===== src/source/ntm_settings.svh =====
// NTM arithmetic widths
`ifndef NTM_SETTINGS_SVH
`define NTM_SETTINGS_SVH

////////////////////////////////////////////////////////////////////////////
// Datapath
////////////////////////////////////////////////////////////////////////////

// Operands, modulus and products
`define NTM_DATA_WIDTH 16

////////////////////////////////////////////////////////////////////////////
// Control
////////////////////////////////////////////////////////////////////////////

// Matrix sizes and row/column counters
`define NTM_INDEX_WIDTH 8

`endif


===== src/source/ntm_pkg.sv =====
// NTM arithmetic types
`include "ntm_settings.svh"

package ntm_pkg;

  // Operand, modulus or product
  typedef logic [`NTM_DATA_WIDTH-1:0] data_t;

  // Matrix dimension or loop index
  typedef logic [`NTM_INDEX_WIDTH-1:0] index_t;

  // Scalar modular multiplier
  typedef enum logic [1:0] {
    SCALAR_IDLE,
    SCALAR_SHIFT,
    SCALAR_HOLD
  } scalar_state_t;

  // Vector multiplier, one element per pass
  typedef enum logic [1:0] {
    VECTOR_IDLE,
    VECTOR_FETCH,
    VECTOR_MULTIPLY,
    VECTOR_EMIT
  } vector_state_t;

  // Matrix controller
  typedef enum logic [1:0] {
    MATRIX_IDLE,
    MATRIX_CONFIG_ACK,
    MATRIX_ROW_START,
    MATRIX_ROW_RUN
  } matrix_state_t;

endpackage


===== src/source/ntm_scalar_if.sv =====
// Scalar multiplier link
interface ntm_scalar_if;

  // Request side, held stable while req is high
  logic           req;
  ntm_pkg::data_t a;
  ntm_pkg::data_t b;
  ntm_pkg::data_t modulo;

  // Response side, held until req drops
  logic           ack;
  ntm_pkg::data_t product;

  // Vector multiplier end
  modport client (
    output req, a, b, modulo,
    input  ack, product
  );

  // Modular multiplier end
  modport server (
    input  req, a, b, modulo,
    output ack, product
  );

endinterface


===== src/source/ntm_vector_if.sv =====
// Row multiplier link
interface ntm_vector_if;

  // Row setup, pulse plus values stable for the row
  logic            row_start;
  ntm_pkg::index_t size;
  ntm_pkg::data_t  modulo;

  // Operand pair transfer, four-phase
  logic            in_req;
  ntm_pkg::data_t  a;
  ntm_pkg::data_t  b;
  logic            in_ack;

  // Product transfer, four-phase
  logic            out_req;
  ntm_pkg::data_t  p;
  logic            p_last;
  logic            out_ack;

  // Matrix controller end
  modport controller (
    output row_start, size, modulo,
    output in_req, a, b,
    input  in_ack,
    input  out_req, p, p_last,
    output out_ack
  );

  // Vector multiplier end
  modport vector (
    input  row_start, size, modulo,
    input  in_req, a, b,
    output in_ack,
    output out_req, p, p_last,
    input  out_ack
  );

endinterface


===== src/source/ntm_scalar_modular_multiplier.sv =====
// Scalar modular multiplier
`include "ntm_settings.svh"

module ntm_scalar_modular_multiplier (
  input logic          CLK,
  input logic          RST,
  ntm_scalar_if.server srv
);

  ////////////////////////////////////////////////////////////////////////////
  // Declarations
  ////////////////////////////////////////////////////////////////////////////

  localparam int CNT_W = $clog2(`NTM_DATA_WIDTH);

  ntm_pkg::scalar_state_t state;
  logic [CNT_W-1:0]       bit_cnt;
  logic                   ack_q;

  // Latched operands
  ntm_pkg::data_t         a_q;
  ntm_pkg::data_t         mod_q;
  ntm_pkg::data_t         b_shift;

  // Running remainder, one guard bit above the data
  logic [`NTM_DATA_WIDTH:0] acc;

  // One step of the interleaved reduction
  logic [`NTM_DATA_WIDTH:0] mod_w;
  logic [`NTM_DATA_WIDTH:0] dbl;
  logic [`NTM_DATA_WIDTH:0] dbl_red;
  logic [`NTM_DATA_WIDTH:0] sum;
  logic [`NTM_DATA_WIDTH:0] sum_red;

  logic                     load;

  ////////////////////////////////////////////////////////////////////////////
  // Datapath
  ////////////////////////////////////////////////////////////////////////////

  assign load  = (state == ntm_pkg::SCALAR_IDLE) && srv.req;
  assign mod_w = {1'b0, mod_q};

  // 2r, then bring back below M
  assign dbl     = acc << 1;
  assign dbl_red = (dbl >= mod_w) ? dbl - mod_w : dbl;

  // Add a when the current b bit is set
  assign sum     = dbl_red + (b_shift[`NTM_DATA_WIDTH-1] ? {1'b0, a_q} : '0);
  assign sum_red = (sum >= mod_w) ? sum - mod_w : sum;

  always_ff @(posedge CLK) begin
    if (load) begin
      a_q     <= srv.a;
      b_shift <= srv.b;
      mod_q   <= srv.modulo;
      acc     <= '0;
    end else if (state == ntm_pkg::SCALAR_SHIFT) begin
      // MSB first
      acc     <= sum_red;
      b_shift <= b_shift << 1;
    end
  end

  ////////////////////////////////////////////////////////////////////////////
  // Control
  ////////////////////////////////////////////////////////////////////////////

  always_ff @(posedge CLK or posedge RST) begin
    if (RST) begin
      state   <= ntm_pkg::SCALAR_IDLE;
      bit_cnt <= '0;
      ack_q   <= 1'b0;
    end else begin
      case (state)
        ntm_pkg::SCALAR_IDLE: begin
          if (load) begin
            bit_cnt <= CNT_W'(`NTM_DATA_WIDTH - 1);
            state   <= ntm_pkg::SCALAR_SHIFT;
          end
        end
        ntm_pkg::SCALAR_SHIFT: begin
          // Last bit consumed on count zero
          if (bit_cnt == '0) begin
            state <= ntm_pkg::SCALAR_HOLD;
          end else begin
            bit_cnt <= bit_cnt - 1'b1;
          end
        end
        ntm_pkg::SCALAR_HOLD: begin
          // Ack until the client lets go
          if (srv.req) begin
            ack_q <= 1'b1;
          end else begin
            ack_q <= 1'b0;
            state <= ntm_pkg::SCALAR_IDLE;
          end
        end
        default: begin
          state <= ntm_pkg::SCALAR_IDLE;
        end
      endcase
    end
  end

  assign srv.ack     = ack_q;
  // Remainder is below M here, guard bit is zero
  assign srv.product = acc[`NTM_DATA_WIDTH-1:0];

endmodule


===== src/source/ntm_vector_integer_multiplier.sv =====
// Vector element multiplier
module ntm_vector_integer_multiplier (
  input logic          CLK,
  input logic          RST,
  ntm_vector_if.vector ctl,
  ntm_scalar_if.client mul
);

  ////////////////////////////////////////////////////////////////////////////
  // Declarations
  ////////////////////////////////////////////////////////////////////////////

  ntm_pkg::vector_state_t state;
  ntm_pkg::index_t        col;

  // Handshake outputs
  logic                   in_ack_q;
  logic                   mul_req_q;
  logic                   out_req_q;

  // Element payload
  ntm_pkg::data_t         mod_q;
  ntm_pkg::data_t         a_q;
  ntm_pkg::data_t         b_q;
  ntm_pkg::data_t         p_q;

  logic                   row_load;
  logic                   pair_take;
  logic                   prod_take;
  logic                   col_last;

  ////////////////////////////////////////////////////////////////////////////
  // Datapath
  ////////////////////////////////////////////////////////////////////////////

  assign row_load  = (state == ntm_pkg::VECTOR_IDLE) && ctl.row_start;
  assign pair_take = (state == ntm_pkg::VECTOR_FETCH) && !in_ack_q && ctl.in_req;
  assign prod_take = (state == ntm_pkg::VECTOR_MULTIPLY) && mul_req_q && mul.ack;

  // Size is held by the controller for the whole row
  assign col_last  = (col == ctl.size - ntm_pkg::index_t'(1));

  always_ff @(posedge CLK) begin
    if (row_load) begin
      mod_q <= ctl.modulo;
    end
    if (pair_take) begin
      a_q <= ctl.a;
      b_q <= ctl.b;
    end
    // Product kept through the out handshake
    if (prod_take) begin
      p_q <= mul.product;
    end
  end

  ////////////////////////////////////////////////////////////////////////////
  // Element sequencer
  ////////////////////////////////////////////////////////////////////////////

  always_ff @(posedge CLK or posedge RST) begin
    if (RST) begin
      state     <= ntm_pkg::VECTOR_IDLE;
      col       <= '0;
      in_ack_q  <= 1'b0;
      mul_req_q <= 1'b0;
      out_req_q <= 1'b0;
    end else begin
      case (state)
        ntm_pkg::VECTOR_IDLE: begin
          if (row_load) begin
            col   <= '0;
            state <= ntm_pkg::VECTOR_FETCH;
          end
        end
        ntm_pkg::VECTOR_FETCH: begin
          // Accept pair, then wait for req low
          if (pair_take) begin
            in_ack_q <= 1'b1;
          end else if (in_ack_q && !ctl.in_req) begin
            in_ack_q  <= 1'b0;
            mul_req_q <= 1'b1;
            state     <= ntm_pkg::VECTOR_MULTIPLY;
          end
        end
        ntm_pkg::VECTOR_MULTIPLY: begin
          if (prod_take) begin
            mul_req_q <= 1'b0;
          end else if (!mul_req_q && !mul.ack) begin
            // Scalar side idle again
            out_req_q <= 1'b1;
            state     <= ntm_pkg::VECTOR_EMIT;
          end
        end
        ntm_pkg::VECTOR_EMIT: begin
          if (out_req_q && ctl.out_ack) begin
            out_req_q <= 1'b0;
          end else if (!out_req_q && !ctl.out_ack) begin
            // Product fully handed over
            if (col_last) begin
              state <= ntm_pkg::VECTOR_IDLE;
            end else begin
              col   <= col + 1'b1;
              state <= ntm_pkg::VECTOR_FETCH;
            end
          end
        end
        default: begin
          state <= ntm_pkg::VECTOR_IDLE;
        end
      endcase
    end
  end

  ////////////////////////////////////////////////////////////////////////////
  // Outputs
  ////////////////////////////////////////////////////////////////////////////

  assign ctl.in_ack  = in_ack_q;
  assign ctl.out_req = out_req_q;
  assign ctl.p       = p_q;
  assign ctl.p_last  = col_last;

  assign mul.req     = mul_req_q;
  assign mul.a       = a_q;
  assign mul.b       = b_q;
  assign mul.modulo  = mod_q;

endmodule


===== src/source/ntm_matrix_integer_multiplier.sv =====
// Matrix element-wise modular multiplier
module ntm_matrix_integer_multiplier (
  input  logic            CLK,
  input  logic            RST,

  // Configuration handshake
  input  logic            start_req,
  output logic            start_ack,
  input  ntm_pkg::data_t  modulo,
  input  ntm_pkg::index_t size_i,
  input  ntm_pkg::index_t size_j,

  // Operand stream, row-major
  input  logic            in_req,
  output logic            in_ack,
  input  ntm_pkg::data_t  data_a,
  input  ntm_pkg::data_t  data_b,

  // Product stream
  output logic            out_req,
  input  logic            out_ack,
  output ntm_pkg::data_t  data_out,
  output logic            out_row_last,
  output logic            out_matrix_last
);

  ////////////////////////////////////////////////////////////////////////////
  // Declarations
  ////////////////////////////////////////////////////////////////////////////

  ntm_pkg::matrix_state_t state;
  ntm_pkg::index_t        row;

  // Last product of the row accepted, waiting for ack low
  logic                   last_seen;

  // Configuration held for the whole operation
  ntm_pkg::data_t         modulo_q;
  ntm_pkg::index_t        size_i_q;
  ntm_pkg::index_t        size_j_q;

  logic                   cfg_load;
  logic                   row_final;
  logic                   row_take;
  logic                   row_done;

  ntm_vector_if vif ();
  ntm_scalar_if sif ();

  ////////////////////////////////////////////////////////////////////////////
  // Row controller
  ////////////////////////////////////////////////////////////////////////////

  assign cfg_load  = (state == ntm_pkg::MATRIX_IDLE) && start_req;
  assign row_final = (row == size_i_q - ntm_pkg::index_t'(1));
  assign row_take  = vif.out_req && vif.p_last && out_ack;
  // Same condition the vector unit uses to go idle
  assign row_done  = last_seen && !vif.out_req && !out_ack;

  always_ff @(posedge CLK) begin
    if (cfg_load) begin
      modulo_q <= modulo;
      size_i_q <= size_i;
      size_j_q <= size_j;
    end
  end

  always_ff @(posedge CLK or posedge RST) begin
    if (RST) begin
      state     <= ntm_pkg::MATRIX_IDLE;
      start_ack <= 1'b0;
      row       <= '0;
      last_seen <= 1'b0;
    end else begin
      case (state)
        ntm_pkg::MATRIX_IDLE: begin
          if (cfg_load) begin
            start_ack <= 1'b1;
            row       <= '0;
            state     <= ntm_pkg::MATRIX_CONFIG_ACK;
          end
        end
        ntm_pkg::MATRIX_CONFIG_ACK: begin
          // Close the start handshake first
          if (!start_req) begin
            start_ack <= 1'b0;
            state     <= ntm_pkg::MATRIX_ROW_START;
          end
        end
        ntm_pkg::MATRIX_ROW_START: begin
          // One cycle here gives the row_start pulse
          state <= ntm_pkg::MATRIX_ROW_RUN;
        end
        ntm_pkg::MATRIX_ROW_RUN: begin
          if (row_take) begin
            last_seen <= 1'b1;
          end else if (row_done) begin
            last_seen <= 1'b0;
            if (row_final) begin
              state <= ntm_pkg::MATRIX_IDLE;
            end else begin
              row   <= row + 1'b1;
              state <= ntm_pkg::MATRIX_ROW_START;
            end
          end
        end
        default: begin
          state <= ntm_pkg::MATRIX_IDLE;
        end
      endcase
    end
  end

  ////////////////////////////////////////////////////////////////////////////
  // Relay to the row multiplier
  ////////////////////////////////////////////////////////////////////////////

  assign vif.row_start = (state == ntm_pkg::MATRIX_ROW_START);
  assign vif.size      = size_j_q;
  assign vif.modulo    = modulo_q;

  // Operands only pass while a row runs
  assign vif.in_req    = in_req && (state == ntm_pkg::MATRIX_ROW_RUN);
  assign vif.a         = data_a;
  assign vif.b         = data_b;
  assign in_ack        = vif.in_ack;

  assign out_req         = vif.out_req;
  assign vif.out_ack     = out_ack;
  assign data_out        = vif.p;
  assign out_row_last    = vif.p_last;
  assign out_matrix_last = vif.p_last && row_final;

  ntm_vector_integer_multiplier i_ntm_vector_integer_multiplier (
    .CLK (CLK),
    .RST (RST),
    .ctl (vif.vector),
    .mul (sif.client)
  );

  ntm_scalar_modular_multiplier i_ntm_scalar_modular_multiplier (
    .CLK (CLK),
    .RST (RST),
    .srv (sif.server)
  );

endmodule


===== config.mk =====
export PLATFORM = sky130hd
export DESIGN_NAME = ntm_matrix_integer_multiplier
export DESIGN_NICKNAME = d
export VERILOG_FILES = /design/src/source/ntm_pkg.sv /design/src/source/ntm_scalar_if.sv /design/src/source/ntm_vector_if.sv /design/src/source/ntm_scalar_modular_multiplier.sv /design/src/source/ntm_vector_integer_multiplier.sv /design/src/source/ntm_matrix_integer_multiplier.sv
export VERILOG_INCLUDE_DIRS = /design/src /design/src/source
export SDC_FILE = /design/constraint.sdc
export NUM_CORES = 1
export LEC_CHECK = 0
export BUFFER_PORTS_ARGS = -buffer_cell sky130_fd_sc_hd__buf_2
export CAP_MARGIN = 0
export CORE_MARGIN = 3
export CORE_UTILIZATION = 31
export DETAILED_ROUTE_END_ITERATION = 8
export PLACE_DENSITY = 0.47
export SLEW_MARGIN = 20
export SYNTH_ARGS = -nofsm -noshare
export SYNTH_HDL_FRONTEND = slang
export SYNTH_HIERARCHICAL = 1
export SYNTH_SLANG_ARGS = --single-unit

===== constraint.sdc =====
create_clock -name CLK -period 6.85 [get_ports CLK]
set_clock_uncertainty 0.1 [all_clocks]
set_input_delay 1.0275 -clock CLK [delete_from_list [all_inputs] [get_ports CLK]]
set_output_delay 1.0275 -clock CLK [all_outputs]
set_load 0.005 [all_outputs]

==> results.json <==
{
  "cts_buffers": 17,
  "synth-compound-area-share_pct": 15.9,
  "drv_cap": 0,
  "required_ns": 7.08,
  "fillCellCount": 3175,
  "cts_hold_buf": 0,
  "yosysUniqueCellTypes": 80,
  "start_kind": "flop",
  "final_common_cell": "edfxtp_1",
  "clockBufferDepth": 2,
  "grtUsageTotal_pct": 13.9,
  "finalSetupViolCount": 0,
  "place_hpwl_mm": 18.4,
  "wirelength_mm": 24.3,
  "period_needed_ns": 6.48,
  "cts_tree": "yes",
  "vias": 7188,
  "setup_tns_ns": 0,
  "num-nets-final": 1150,
  "cpPeakStageDelay_ns": 0.52,
  "antenna_cells": 0,
  "dieWidth_um": 187,
  "drc": 0,
  "ios": 90,
  "h-tree-depth": 4,
  "ys_async_sr_fraction_pct": 16.7,
  "grt_max_degree": 33,
  "final_cell_mix": "edfxtp_1 (144), nand2_1 (125), buf_2 (89)",
  "min_from": "modulo_q[7]$_DFFE_PP_",
  "wl_per_cell_um": 16.6,
  "row_count": 65,
  "cts_root_buf": "clkbuf_16",
  "multi_input_area_um2": 4490,
  "hold_violations": 0,
  "dpl_worst_slack_ns": 0.0552,
  "worst-path-buf-inv": 1,
  "path_max_fanout": 13,
  "finalCritPeriodShare_pct": 94.6,
  "timing.fmax_mhz": 154,
  "port_buffers": 89,
  "die-area_um2": 35100,
  "synth_area_um2": 10200,
  "critPathSlowestCell": "a221o_2",
  "drtPass1Iterations": 5,
  "end_kind": "flop",
  "synth_xor_area_share_pct": 4.72,
  "hp-class": "flop to flop",
  "ys_seq_area_share_pct": 53.5,
  "drive_gt1_share_pct": 16.8,
  "grt_pass1_wl_mm": 38.8,
  "ys.flop_type": "edfxtp_1",
  "synth_cells": 909,
  "worst_pin_slew_ns": 0.976,
  "clk_latency_ns": 0.44,
  "coreArea_um2": 32000,
  "syn-num-nets": 1040,
  "seq_area_um2": 5450,
  "drt-vias-per-instance": 4.90,
  "area_growth_pct": 16.5,
  "start_util_pct": 31.9,
  "clkSlewWorstSetupHoldPaths_ns": 0.08,
  "grt_pass1_vias": 7050,
  "ys_ff_latch": 192,
  "drv_slew": 0,
  "drt_iter0_markers": 512,
  "critPathTopFamily": "compound AO/OA/AOI/OAI gates",
  "status": "completed",
  "layout_setup_ws_ns": 0.373,
  "synth_top_family_by_area": "compound AO/OA/AOI/OAI gates",
  "grt_overflow_total": 0,
  "worst-setup-path-type": "flop to flop",
  "synth-edff-count": 144,
  "critPathLaunch": "i_ntm_scalar_modular_multiplier/mod_q[1]$_DFFE_PP_",
  "synth-simple-area-share_pct": 14.5,
  "r2r_start": "i_ntm_scalar_modular_multiplier/mod_q[1]$_DFFE_PP_",
  "crit_arrival_ns": 6.71,
  "postRouteAntennaNets": 0,
  "gp_congestion": 0.868,
  "syn_area_per_cell_um2": 11.2,
  "ys_warn_count": 6,
  "clock_sinks": 192,
  "die_h_um": 187,
  "synth_fa_ha_area_share_pct": 7.84,
  "fin_hold_ws_ns": 0.318,
  "antenna_found_initial": 0,
  "slew_headroom_pct": 34.5,
  "synthMuxAreaShare_pct": 0.823
}
[logic make-up (layout without fill, tap and decap cells)]
| logic type | Yosys count | count (layout) |
|---|---|---|
| buffers and inverters | 70 | 193 |
| flip-flops | 192 | 192 |
| multiplexers | 8 | 8 |
| XOR/XNOR | 54 | 54 |
| AO/OA/AOI/OAI | 220 | 220 |
| AND/OR/NAND/NOR | 303 | 303 |
| adder cells (fa/ha/maj) | 62 | 62 |
[metal layers]
layer | routed length [um] | part of all wire [%] | global-route usage, % | vias to the layer above
li1 | - | - | - | 3597
met1 | 11900 | 49 | 19.7 | 3406
met2 | 11000 | 45 | 22.0 | 166
met3 | 1030 | 4.2 | 2.60 | 19
met4 | 375 | 1.5 | 3.90 | 0
met5 | 0 | 0 | 0 | -
[stage by stage]
stage / utilization [%] / area (um2) / std cells
5_1_grt: 37.1 / 11900 / 1467
3_5_place_dp: 35.1 / 11200 / 1432
4_1_cts: 37.0 / 11800 / 1464
2_1_floorplan: - / 10200 / 909
3_3_place_gp: 35.1 / 11200 / 1432
6_report: 37.1 / 11900 / 1467
[worst reg2reg max path, stage by stage (launching register included)]
cell and delay (ns):
edfxtp_1 0.36, inv_1 0.18, ha_1 0.28, nor2b_1 0.14
o21a_1 0.18, o21ai_1 0.21, a211oi_2 0.15, o31ai_1 0.34
and2_4 0.28, mux2_2 0.37, ha_1 0.32, a211oi_2 0.10
o21ai_0 0.24, nand3_1 0.13, o211ai_1 0.31, nand2_1 0.12
xnor2_1 0.25, ha_1 0.33, nand2_1 0.08, nor2_1 0.05
and2_1 0.19, a211oi_2 0.24, a21oi_1 0.15, a221o_2 0.52
or4_1 0.52, a32o_1 0.25
[sequential cells by signal (all words and copies together), names as in the netlist, 2 cells and up]
signal,flops
i_ntm_scalar_modular_multiplier/a_q,16
i_ntm_scalar_modular_multiplier/acc,16
i_ntm_scalar_modular_multiplier/b_shift,16
i_ntm_scalar_modular_multiplier/bit_cnt,4
i_ntm_scalar_modular_multiplier/mod_q,16
i_ntm_scalar_modular_multiplier/state,2
i_ntm_vector_integer_multiplier/col,8
i_ntm_vector_integer_multiplier/ctl.p,16
i_ntm_vector_integer_multiplier/mul.a,16
i_ntm_vector_integer_multiplier/mul.b,16
i_ntm_vector_integer_multiplier/mul.modulo,16
i_ntm_vector_integer_multiplier/state,2
modulo_q,16
row,8
size_i_q,8
size_j_q,8
state,2
[cells in the mapped netlist, types with 20 or more instances]
library cell	count	area (um2)
ha_1	59	738
a21o_1	26	195
a21oi_1	33	165
nand2_1	125	469
nor2_1	44	165
o21ai_0	37	185
dfrtp_1	32	801
nand3_1	20	100
edfxtp_1	144	4320
inv_1	49	184
and2_1	22	138
xnor2_1	35	307
[cell type report]
| class | count | area share (%) |
|---|---|---|
| Clock buffer | 18 | 3.62 |
| Clock inverter | 14 | 1.34 |
| Inverter | 51 | 1.61 |
| Multi-Input combinational cell | 647 | 37.9 |
| Sequential cell | 192 | 45.9 |
| Tap cell | 435 | 4.59 |
| Timing Repair Buffer | 110 | 5.08 |
[path summary, 6_finish.rpt]
kind / cells past startpoint / endpoint / slack [ns]
setup reg to reg: 25 / i_ntm_scalar_modular_multiplier/acc[6]$_SDFFE_PP0P_ / 0.37
max in group asynchronous: 2 / i_ntm_vector_integer_multiplier/mul.req$_DFFE_PP0P_ / 5.73
hold reg to reg: 0 / i_ntm_vector_integer_multiplier/mul.modulo[7]$_DFFE_PP_ / 0.32
hold / removal: 0 / i_ntm_vector_integer_multiplier/mul.modulo[7]$_DFFE_PP_ / 0.32
setup / recovery: 25 / i_ntm_scalar_modular_multiplier/acc[6]$_SDFFE_PP0P_ / 0.37
min in group asynchronous: 2 / i_ntm_scalar_modular_multiplier/bit_cnt[2]$_DFFE_PP0P_ / 0.47
[repair_timing]
action / 4_1_cts / 5_1_grt
setup buffers: 0 / 3
endpoints found under the setup margin: 1 / 16
pin swaps: 0 / 4
gates resized for setup: 1 / 9
Power is not shown: default switching activity piles up to over one toggle a cycle in this logic, so the estimate is an artifact.
